### src/design/exec_pkg.sv
package exec_pkg;

    // ==================================================
    // Widths and sizes
    // ==================================================
    localparam int XLEN         = 32;
    localparam int REG_W        = 4;
    localparam int BYPASS_DEPTH = 2;
    localparam int DMEM_WORDS   = 64;
    localparam int DMEM_AW      = $clog2(DMEM_WORDS);

    // ==================================================
    // RV32 encodings
    // ==================================================
    localparam logic [6:0] OPC_OP     = 7'b0110011;
    localparam logic [6:0] OPC_OP_IMM = 7'b0010011;
    localparam logic [6:0] OPC_LOAD   = 7'b0000011;
    localparam logic [6:0] OPC_STORE  = 7'b0100011;
    localparam logic [6:0] OPC_BRANCH = 7'b1100011;

    localparam logic [2:0] F3_ADD  = 3'b000;
    localparam logic [2:0] F3_XOR  = 3'b100;
    localparam logic [2:0] F3_OR   = 3'b110;
    localparam logic [2:0] F3_AND  = 3'b111;
    localparam logic [2:0] F3_WORD = 3'b010;  // LW and SW.
    localparam logic [2:0] F3_BEQ  = 3'b000;

    localparam logic [6:0] F7_BASE = 7'b0000000;
    localparam logic [6:0] F7_SUB  = 7'b0100000;

    typedef enum logic [2:0] {
        OP_ADD,
        OP_SUB,
        OP_AND,
        OP_OR,
        OP_XOR,
        OP_LOAD,
        OP_STORE,
        OP_BEQ
    } op_kind_e;

    // R view. S and B formats carry immediate bits in funct7 and rd.
    typedef struct packed {
        logic [6:0] funct7;
        logic [4:0] rs2;
        logic [4:0] rs1;
        logic [2:0] funct3;
        logic [4:0] rd;
        logic [6:0] opcode;
    } inst_r_t;

    typedef struct packed {
        logic [11:0] imm12;
        logic [4:0]  rs1;
        logic [2:0]  funct3;
        logic [4:0]  rd;
        logic [6:0]  opcode;
    } inst_i_t;

    typedef union packed {
        inst_r_t r;
        inst_i_t i;
    } inst_u;

    typedef struct packed {
        op_kind_e         kind;
        logic [REG_W-1:0] rd;
        logic [REG_W-1:0] rs1;
        logic [REG_W-1:0] rs2;
        logic [XLEN-1:0]  rs1_val;
        logic [XLEN-1:0]  rs2_val;
        logic [XLEN-1:0]  imm;
        logic             imm_sel;
        logic             we;
        logic [XLEN-1:0]  pc;
    } dec_op_t;

    typedef struct packed {
        op_kind_e         kind;
        logic [REG_W-1:0] rd;
        logic             we;
        logic [XLEN-1:0]  result;      // ALU result or byte address.
        logic [XLEN-1:0]  store_data;
    } mem_req_t;

endpackage
### src/design/exec_if.sv
`timescale 1ns/1ps

interface exec_if import exec_pkg::*; ();

    logic    valid;  // One cycle per decoded op.
    dec_op_t op;

    modport producer (
        output valid,
        output op
    );

    modport consumer (
        input valid,
        input op
    );

endinterface

### src/design/exec_top.sv
`timescale 1ns/1ps

module exec_top import exec_pkg::*; (
    input  logic             clk,
    input  logic             rst,
    input  logic             inst_valid,
    input  logic [XLEN-1:0]  inst,
    input  logic [XLEN-1:0]  inst_pc,
    output logic             wb_valid,
    output logic [REG_W-1:0] wb_rd,
    output logic [XLEN-1:0]  wb_data,
    output logic             redirect_valid,
    output logic [XLEN-1:0]  redirect_pc
);

    exec_if dec_bus ();

    logic            flush;
    logic            mreq_valid;
    mem_req_t        mreq;
    logic [XLEN-1:0] load_data;

    inst_decoder i_inst_decoder (
        .clk        (clk),
        .rst        (rst),
        .inst_valid (inst_valid),
        .inst       (inst),
        .inst_pc    (inst_pc),
        .flush      (flush),
        .wb_valid   (wb_valid),
        .wb_rd      (wb_rd),
        .wb_data    (wb_data),
        .dec        (dec_bus.producer)
    );

    bypass_exec i_bypass_exec (
        .clk         (clk),
        .rst         (rst),
        .dec         (dec_bus.consumer),
        .load_data   (load_data),
        .mreq_valid  (mreq_valid),
        .mreq        (mreq),
        .flush       (flush),
        .redirect_pc (redirect_pc)
    );

    lsu_mem i_lsu_mem (
        .clk        (clk),
        .rst        (rst),
        .mreq_valid (mreq_valid),
        .mreq       (mreq),
        .load_data  (load_data),
        .wb_valid   (wb_valid),
        .wb_rd      (wb_rd),
        .wb_data    (wb_data)
    );

    assign redirect_valid = flush;  // Taken BEQ, two cycles after strobe.

endmodule

### src/design/lsu_mem.sv
`timescale 1ns/1ps

module lsu_mem import exec_pkg::*; (
    input  logic             clk,
    input  logic             rst,
    input  logic             mreq_valid,
    input  mem_req_t         mreq,
    output logic [XLEN-1:0]  load_data,
    output logic             wb_valid,
    output logic [REG_W-1:0] wb_rd,
    output logic [XLEN-1:0]  wb_data
);

    logic [XLEN-1:0]    mem [DMEM_WORDS];
    logic [DMEM_AW-1:0] word_idx;
    logic               is_load;
    logic               is_store;

    assign word_idx = mreq.result[DMEM_AW+1:2];  // Word addressed.
    assign is_load  = (mreq.kind == OP_LOAD);
    assign is_store = (mreq.kind == OP_STORE);

    // Also feeds the bypass for the pending load slot.
    assign load_data = mem[word_idx];

    always_ff @(posedge clk) begin
        if (mreq_valid && is_store) begin
            mem[word_idx] <= mreq.store_data;
        end
    end

    // ==================================================
    // Writeback
    // ==================================================
    always_ff @(posedge clk or posedge rst) begin
        if (rst) begin
            wb_valid <= 1'b0;
        end else begin
            wb_valid <= mreq_valid && mreq.we;
        end
    end

    always_ff @(posedge clk) begin
        if (mreq_valid && mreq.we) begin
            wb_rd   <= mreq.rd;
            wb_data <= is_load ? load_data : mreq.result;
        end
    end

endmodule

### src/design/bypass_exec.sv
`timescale 1ns/1ps

module bypass_exec import exec_pkg::*; (
    input  logic            clk,
    input  logic            rst,
    exec_if.consumer        dec,
    input  logic [XLEN-1:0] load_data,
    output logic            mreq_valid,
    output mem_req_t        mreq,
    output logic            flush,
    output logic [XLEN-1:0] redirect_pc
);

    // Slot 0 is the newest result.
    logic [REG_W-1:0]        slot_rd   [BYPASS_DEPTH];
    logic [XLEN-1:0]         slot_data [BYPASS_DEPTH];
    logic [BYPASS_DEPTH-1:0] slot_valid;
    logic [BYPASS_DEPTH-1:0] slot_load;

    logic            go;
    logic            push;
    logic            taken;
    logic [XLEN-1:0] op_a;
    logic [XLEN-1:0] op_b_reg;
    logic [XLEN-1:0] op_b;
    logic [XLEN-1:0] alu_out;

    // ==================================================
    // Operand forwarding
    // ==================================================
    function automatic logic [XLEN-1:0] fwd_operand(input logic [REG_W-1:0] rs,
                                                    input logic [XLEN-1:0]  rf_val);
        logic [XLEN-1:0] val;
        val = rf_val;
        for (int k = BYPASS_DEPTH - 1; k >= 0; k--) begin
            if (slot_valid[k] && slot_rd[k] == rs && rs != '0) begin
                val = slot_load[k] ? load_data : slot_data[k];  // Newest wins.
            end
        end
        return val;
    endfunction

    assign go   = dec.valid && !flush;  // Branch successor is dropped.
    assign push = go && dec.op.we;

    always_comb begin
        op_a     = fwd_operand(dec.op.rs1, dec.op.rs1_val);
        op_b_reg = fwd_operand(dec.op.rs2, dec.op.rs2_val);
    end

    assign op_b = dec.op.imm_sel ? dec.op.imm : op_b_reg;

    // ==================================================
    // ALU and branch compare
    // ==================================================
    always_comb begin
        case (dec.op.kind)
            OP_SUB:  alu_out = op_a - op_b;
            OP_AND:  alu_out = op_a & op_b;
            OP_OR:   alu_out = op_a | op_b;
            OP_XOR:  alu_out = op_a ^ op_b;
            default: alu_out = op_a + op_b;  // ADD, ADDI and addresses.
        endcase
    end

    assign taken = go && (dec.op.kind == OP_BEQ) && (op_a == op_b_reg);

    // ==================================================
    // Bypass buffer
    // ==================================================
    always_ff @(posedge clk or posedge rst) begin
        if (rst) begin
            slot_valid <= '0;
            slot_load  <= '0;
        end else begin
            slot_load <= '0;  // Pending loads fill every cycle.
            if (push) begin
                slot_valid   <= {slot_valid[BYPASS_DEPTH-2:0], 1'b1};
                slot_load[0] <= (dec.op.kind == OP_LOAD);
            end
        end
    end

    always_ff @(posedge clk) begin
        for (int k = 0; k < BYPASS_DEPTH; k++) begin
            if (slot_load[k]) begin
                slot_data[k] <= load_data;
            end
        end
        if (push) begin
            for (int k = BYPASS_DEPTH - 1; k > 0; k--) begin
                slot_rd[k]   <= slot_rd[k-1];
                slot_data[k] <= slot_load[k-1] ? load_data : slot_data[k-1];
            end
            slot_rd[0]   <= dec.op.rd;
            slot_data[0] <= alu_out;
        end
    end

    // ==================================================
    // Request to LSU and redirect
    // ==================================================
    always_ff @(posedge clk or posedge rst) begin
        if (rst) begin
            mreq_valid <= 1'b0;
            flush      <= 1'b0;
        end else begin
            mreq_valid <= go && (dec.op.kind != OP_BEQ);
            flush      <= taken;
        end
    end

    always_ff @(posedge clk) begin
        if (go) begin
            mreq <= '{kind: dec.op.kind, rd: dec.op.rd, we: dec.op.we,
                      result: alu_out, store_data: op_b_reg};
        end
        if (taken) begin
            redirect_pc <= dec.op.pc + dec.op.imm;
        end
    end

endmodule

### src/design/inst_decoder.sv
`timescale 1ns/1ps

module inst_decoder import exec_pkg::*; (
    input  logic             clk,
    input  logic             rst,
    input  logic             inst_valid,
    input  inst_u            inst,
    input  logic [XLEN-1:0]  inst_pc,
    input  logic             flush,
    input  logic             wb_valid,
    input  logic [REG_W-1:0] wb_rd,
    input  logic [XLEN-1:0]  wb_data,
    exec_if.producer         dec
);

    logic [XLEN-1:0]  regs [2**REG_W];
    logic [REG_W-1:0] rs1;
    logic [REG_W-1:0] rs2;
    logic [REG_W-1:0] rd;
    logic [XLEN-1:0]  rs1_val;
    logic [XLEN-1:0]  rs2_val;
    op_kind_e         op_kind;
    logic [XLEN-1:0]  op_imm;
    logic             op_imm_sel;
    logic             op_we;
    logic             legal;

    assign rs1 = inst.r.rs1[REG_W-1:0];
    assign rs2 = inst.r.rs2[REG_W-1:0];
    assign rd  = inst.r.rd[REG_W-1:0];

    // ==================================================
    // Instruction decode
    // ==================================================
    always_comb begin
        op_kind    = OP_ADD;
        op_imm     = '0;
        op_imm_sel = 1'b0;
        op_we      = 1'b0;
        legal      = 1'b0;
        case (inst.r.opcode)
            OPC_OP: begin
                op_we = 1'b1;
                legal = 1'b1;
                case ({inst.r.funct7, inst.r.funct3})
                    {F7_BASE, F3_ADD}: op_kind = OP_ADD;
                    {F7_SUB, F3_ADD}:  op_kind = OP_SUB;
                    {F7_BASE, F3_XOR}: op_kind = OP_XOR;
                    {F7_BASE, F3_OR}:  op_kind = OP_OR;
                    {F7_BASE, F3_AND}: op_kind = OP_AND;
                    default:           legal = 1'b0;
                endcase
            end
            OPC_OP_IMM: begin  // ADDI only.
                op_kind    = OP_ADD;
                op_imm     = {{20{inst.i.imm12[11]}}, inst.i.imm12};
                op_imm_sel = 1'b1;
                op_we      = 1'b1;
                legal      = (inst.i.funct3 == F3_ADD);
            end
            OPC_LOAD: begin
                op_kind    = OP_LOAD;
                op_imm     = {{20{inst.i.imm12[11]}}, inst.i.imm12};
                op_imm_sel = 1'b1;
                op_we      = 1'b1;
                legal      = (inst.i.funct3 == F3_WORD);
            end
            OPC_STORE: begin
                op_kind    = OP_STORE;
                op_imm     = {{20{inst.r.funct7[6]}}, inst.r.funct7, inst.r.rd};
                op_imm_sel = 1'b1;
                legal      = (inst.r.funct3 == F3_WORD);
            end
            OPC_BRANCH: begin
                op_kind = OP_BEQ;
                op_imm  = {{19{inst.r.funct7[6]}}, inst.r.funct7[6], inst.r.rd[0],
                           inst.r.funct7[5:0], inst.r.rd[4:1], 1'b0};
                legal   = (inst.r.funct3 == F3_BEQ);
            end
            default: legal = 1'b0;
        endcase
    end

    // ==================================================
    // Register file
    // ==================================================
    always_comb begin
        rs1_val = regs[rs1];
        rs2_val = regs[rs2];
        if (wb_valid && wb_rd == rs1) rs1_val = wb_data;  // Write-through.
        if (wb_valid && wb_rd == rs2) rs2_val = wb_data;
        if (rs1 == '0) rs1_val = '0;
        if (rs2 == '0) rs2_val = '0;
    end

    always_ff @(posedge clk) begin
        if (wb_valid && wb_rd != '0) begin
            regs[wb_rd] <= wb_data;
        end
    end

    // Flush drops the second slot of the branch shadow.
    always_ff @(posedge clk or posedge rst) begin
        if (rst) begin
            dec.valid <= 1'b0;
        end else begin
            dec.valid <= inst_valid && legal && !flush;
        end
    end

    always_ff @(posedge clk) begin
        if (inst_valid) begin
            dec.op <= '{kind: op_kind, rd: rd, rs1: rs1, rs2: rs2,
                        rs1_val: rs1_val, rs2_val: rs2_val, imm: op_imm,
                        imm_sel: op_imm_sel, we: op_we, pc: inst_pc};
        end
    end

endmodule

### config.mk
export PLATFORM = sky130hd
export DESIGN_NAME = exec_top
export DESIGN_NICKNAME = d
export VERILOG_FILES = /design/src/design/exec_pkg.sv /design/src/design/exec_if.sv /design/src/design/exec_top.sv /design/src/design/lsu_mem.sv /design/src/design/bypass_exec.sv /design/src/design/inst_decoder.sv
export SDC_FILE = /design/constraint.sdc
export NUM_CORES = 2
export LEC_CHECK = 0
export ABC_CLOCK_PERIOD_IN_PS = 12650
export BUFFER_PORTS_ARGS = -buffer_cell sky130_fd_sc_hd__buf_4
export CAP_MARGIN = 30
export CORE_ASPECT_RATIO = 1.5
export CORE_MARGIN = 3
export CORE_UTILIZATION = 56
export CTS_CLUSTER_DIAMETER = 200
export DETAILED_ROUTE_END_ITERATION = 8
export GPL_TIMING_DRIVEN = 0
export PLACE_DENSITY = 0.69
export SYNTH_ARGS = -nofsm -noshare
export SYNTH_HDL_FRONTEND = slang
export SYNTH_HIERARCHICAL = 1
export SYNTH_SLANG_ARGS = --single-unit
### constraint.sdc
create_clock -name clk -period 12.65 [get_ports clk]
set_clock_uncertainty 0.05 [all_clocks]
set_input_delay 1.265 -clock clk [delete_from_list [all_inputs] [get_ports clk]]
set_output_delay 1.265 -clock clk [all_outputs]
set_load 0.02 [all_outputs]
==> metrics.md <==
| Metric | Value |
|---|---|
| Outcome | `finished, final reports clean` |
| HP Class | `in2async` |
| Buffer and inverter count on the worst path | `8` |
| Ys Warns | `6` |
| Setup-failing EPs final | `0` |
| Area contributors post-synth | `edfxtp_1, mux4_2, a22oi_1` |
| Pin count of the biggest net entering global routing | `101` |
| Initial core utilization | `about 57%` |
| DR vias/cell | `7.39` |
| Routed via count | `approximately 84000` |
| First-pass GRT wire length | `667 mm` |
| Std-Cell Rows | `209` |
| Clock transition at path regs | `0.06 ns` |
| Most frequent cell after synthesis | `edfxtp_1` |
| Detailed placement HPWL | `357 mm` |
| Final Power | `around 20000 uW` |
| Post-Layout Cell Count | `about 11000` |
| Clock latency on the worst-skew pair | `0.95 ns` |
| Syn Std Cell Area | `123000 sq um` |
| Post-synth EDFFs | `between 2000 and 3000` |
| Post-synth top area share | `70.2%` |
| Syn Inst Count | `around 7500` |
| Critical Path AT | `around 12 ns` |
| Power per cell area | `140 nW/um^2` |
| Slew @ Worst Pin | `1.17 ns` |
| RSZ-0062 raised after global routing | `no` |
| Tot GR Track Use | `between 40% and 50%` |
| Die X | `388 microns` |
| Core ar. | `217000 sq um` |
| Critical Setup Path Class | `reg2reg` |
| Initial antenna violation count | `36` |
| Number of max-cap violations | `0` |
| Overflow after GRT | `0` |
| Die Y-Extent | `579 microns` |
| CTS sink cnt | `2905` |
| Post-synth cell types | `106` |
| Area grow syn2layout | `16.1%` |
| Crit path max-delay cell type | `nor3_1` |
| FMAX | `approximately 0.087 GHz` |
| Drt first pass iters | `7` |
| Detailed Route WL | `496 mm` |
| Largest family of logic cells by synthesized area | `compound AO/OA/AOI/OAI gates` |
| WL/cell | `roughly 44 microns` |
| Commonest cells post-synth | `edfxtp_1, a22oi_1, mux4_2, nor2_1, a21oi_1` |
| Compound-Gate Fraction of Synth Area | `between 10% and 20%` |
| Period minus WS final | `between 10 and 15 ns` |
| Crit-path max FO | `10` |
| CTS max path bufs | `4` |
| CTS Root Cell | `clkbuf_16` |
| Post-synth top flop | `edfxtp_1` |
| Rel. slew slack | `between 20 and 25%` |
| Leak | `~0.047 uW` |
| Vias in the first global route | `80700` |
| Post-Synth XOR/XNOR Area | `0.971%` |
| Layout cell share with drive strength beyond 1 | `20.7%` |
| CP required | `13.20 ns` |
| Critical path launch point type | `flop` |
| Ports | `137` |
| Depth of the most critical reg-to-reg path | `33` |
| Critical path's largest stage delay | `0.85 ns` |
| Placed cells | `10800` |
| Adder-cell share of the synthesized area | `1.33%` |
| Fin util | `between 60 and 70%` |
| Slew Limit Fails | `0` |
| Delay-heaviest family, CP | `simple AND/OR/NAND/NOR gates` |
| Largest area contributor in the netlist | `edfxtp_1` |
| Nets@finish | `8419` |
| Synth Area in Simple Gates | `4.75%` |
| H-Tree Depth | `5` |
| Fin crit share | `91.2%` |
| #FFs+latches synth | `2905` |
| Port Buffer Count | `135` |
| Drt initial violations | `roughly 14000` |
| Mux contribution to synthesized area | `8.25%` |
| CTS buffer count | `274` |
| Critical Path End Type | `flop` |
| # Post-CTS Setup Buffers | `0` |
| DRC | `0` |
| CTS tree | `yes` |
| Post-cts resize count | `0` |
| Die ar. | `225000 sq um` |
| CTS Hold Bufs | `0` |
| Routed Antenna Nets | `0` |
| Async SR Flop Fraction | `0.241%` |
| Maximum VDD drop | `between 0.1 and 0.15 mV` |
| Mean Syn Cell Area | `between 15 and 20 sq um` |
| Hold Vio Cnt, Final | `0` |
| Seq/Total Area, Yosys | `70.8%` |
| Critical path depth in cells | `33` |
| GPL Wtd Cong | `1.05` |
-- metal layers --
layer,global-route usage [%],wire [microns],vias to the layer above
li1,-,-,32200
met1,46.4,142000,41300
met2,67.8,225000,7510
met3,13.8,62900,2452
met4,45.1,66000,14
met5,0.0211,95,-
-- registers in the layout, indices dropped and copies added (netlist names) --
signal                     cells
i_bypass_exec/slot_load        1
i_lsu_mem/wb_data             32
i_bypass_exec/slot_data       64
i_inst_decoder/dec.op        126
i_bypass_exec/slot_rd          8
i_lsu_mem/wb_valid             1
i_lsu_mem/wb_rd                4
i_bypass_exec/flush            1
i_lsu_mem/mem               2048
i_inst_decoder/dec.valid       1
i_bypass_exec/slot_valid       2
i_bypass_exec/mreq            72
i_bypass_exec/redirect_pc     32
i_inst_decoder/regs          512
i_bypass_exec/mreq_valid       1
-- path summary, 6_finish.rpt --
check,end,slack (ns),start
setup / recovery,i_bypass_exec/mreq[63],1.11,i_bypass_exec/mreq[38]
hold / removal,i_lsu_mem/wb_valid,0.14,rst
hold reg to reg,i_lsu_mem/wb_rd[0],0.34,i_bypass_exec/mreq[65]
max in group asynchronous,i_bypass_exec/mreq_valid,11.97,rst
setup reg to reg,i_bypass_exec/mreq[63],1.11,i_bypass_exec/mreq[38]
min in group clk,i_lsu_mem/wb_rd[0],0.34,i_bypass_exec/mreq[65]
-- metrics by stage --
stage               setup slack (ns)  hold slack (ns)  TNS (ns)  area (sq um)
floorplan                       4.62            0.350         0        123000
global placement              -0.436            0.358    -13.12        127000
detailed placement              1.46            0.358         0        133000
CTS                             1.46            0.154         0        142000
global route                    1.33            0.134         0        142000
finish                          1.11            0.143         0        142000
-- power breakdown --
group	leakage, uW	switching (uW)	internal [uW]
clock	0.00432	3660	4750
sequential	0.0262	33.6	10500
combinational	0.0163	665	387
-- cells in the final DEF, fill, tap and decap left out, types with 35 or more instances in the layout --
master and n:
a211oi_1 45, a21oi_1 228, a221o_1 36, a221oi_1 144
a22o_1 170, a22oi_1 558, a31oi_1 63, and3_1 38
buf_1 66, buf_12 74, buf_16 87, buf_2 231
buf_4 202, buf_6 65, buf_8 64, bufinv_16 35
clkbuf_1 259, clkbuf_16 276, clkinv_1 46, clkinv_2 42
edfxtp_1 2866, ha_1 127, inv_1 107, mux2_2 179
mux2i_1 177, mux4_2 279, nand2_1 211, nand3_1 81
nand3b_1 60, nor2_1 190, nor2_4 76, nor2b_1 55
nor3_1 85, o21ai_0 180, o22ai_1 225, xnor2_1 107
-- cell type report --
class	instances	area (sq um)
timing repair buffer	456	6570
fill	14900	74600
antenna	23	57.6
clock buffer	331	7120
buffer	549	2760
multi-input combinational	3926	33300
sequential	2905	86900
tap	2848	3560
clock inverter	152	1720
inverter	111	417
-- cells by family (layout without fill, tap and decap cells) --
logic type               after synthesis  count (layout)
other                                  1              55
AO/OA/AOI/OAI                       1911            1911
adder cells (fa/ha/maj)              129             129
flip-flops                          2905            2905
buffers and inverters                660            1599
XOR/XNOR                             136             136
AND/OR/NAND/NOR                     1079            1079
multiplexers                         639             639
Note: power is estimated with default switching activity, not from simulation.
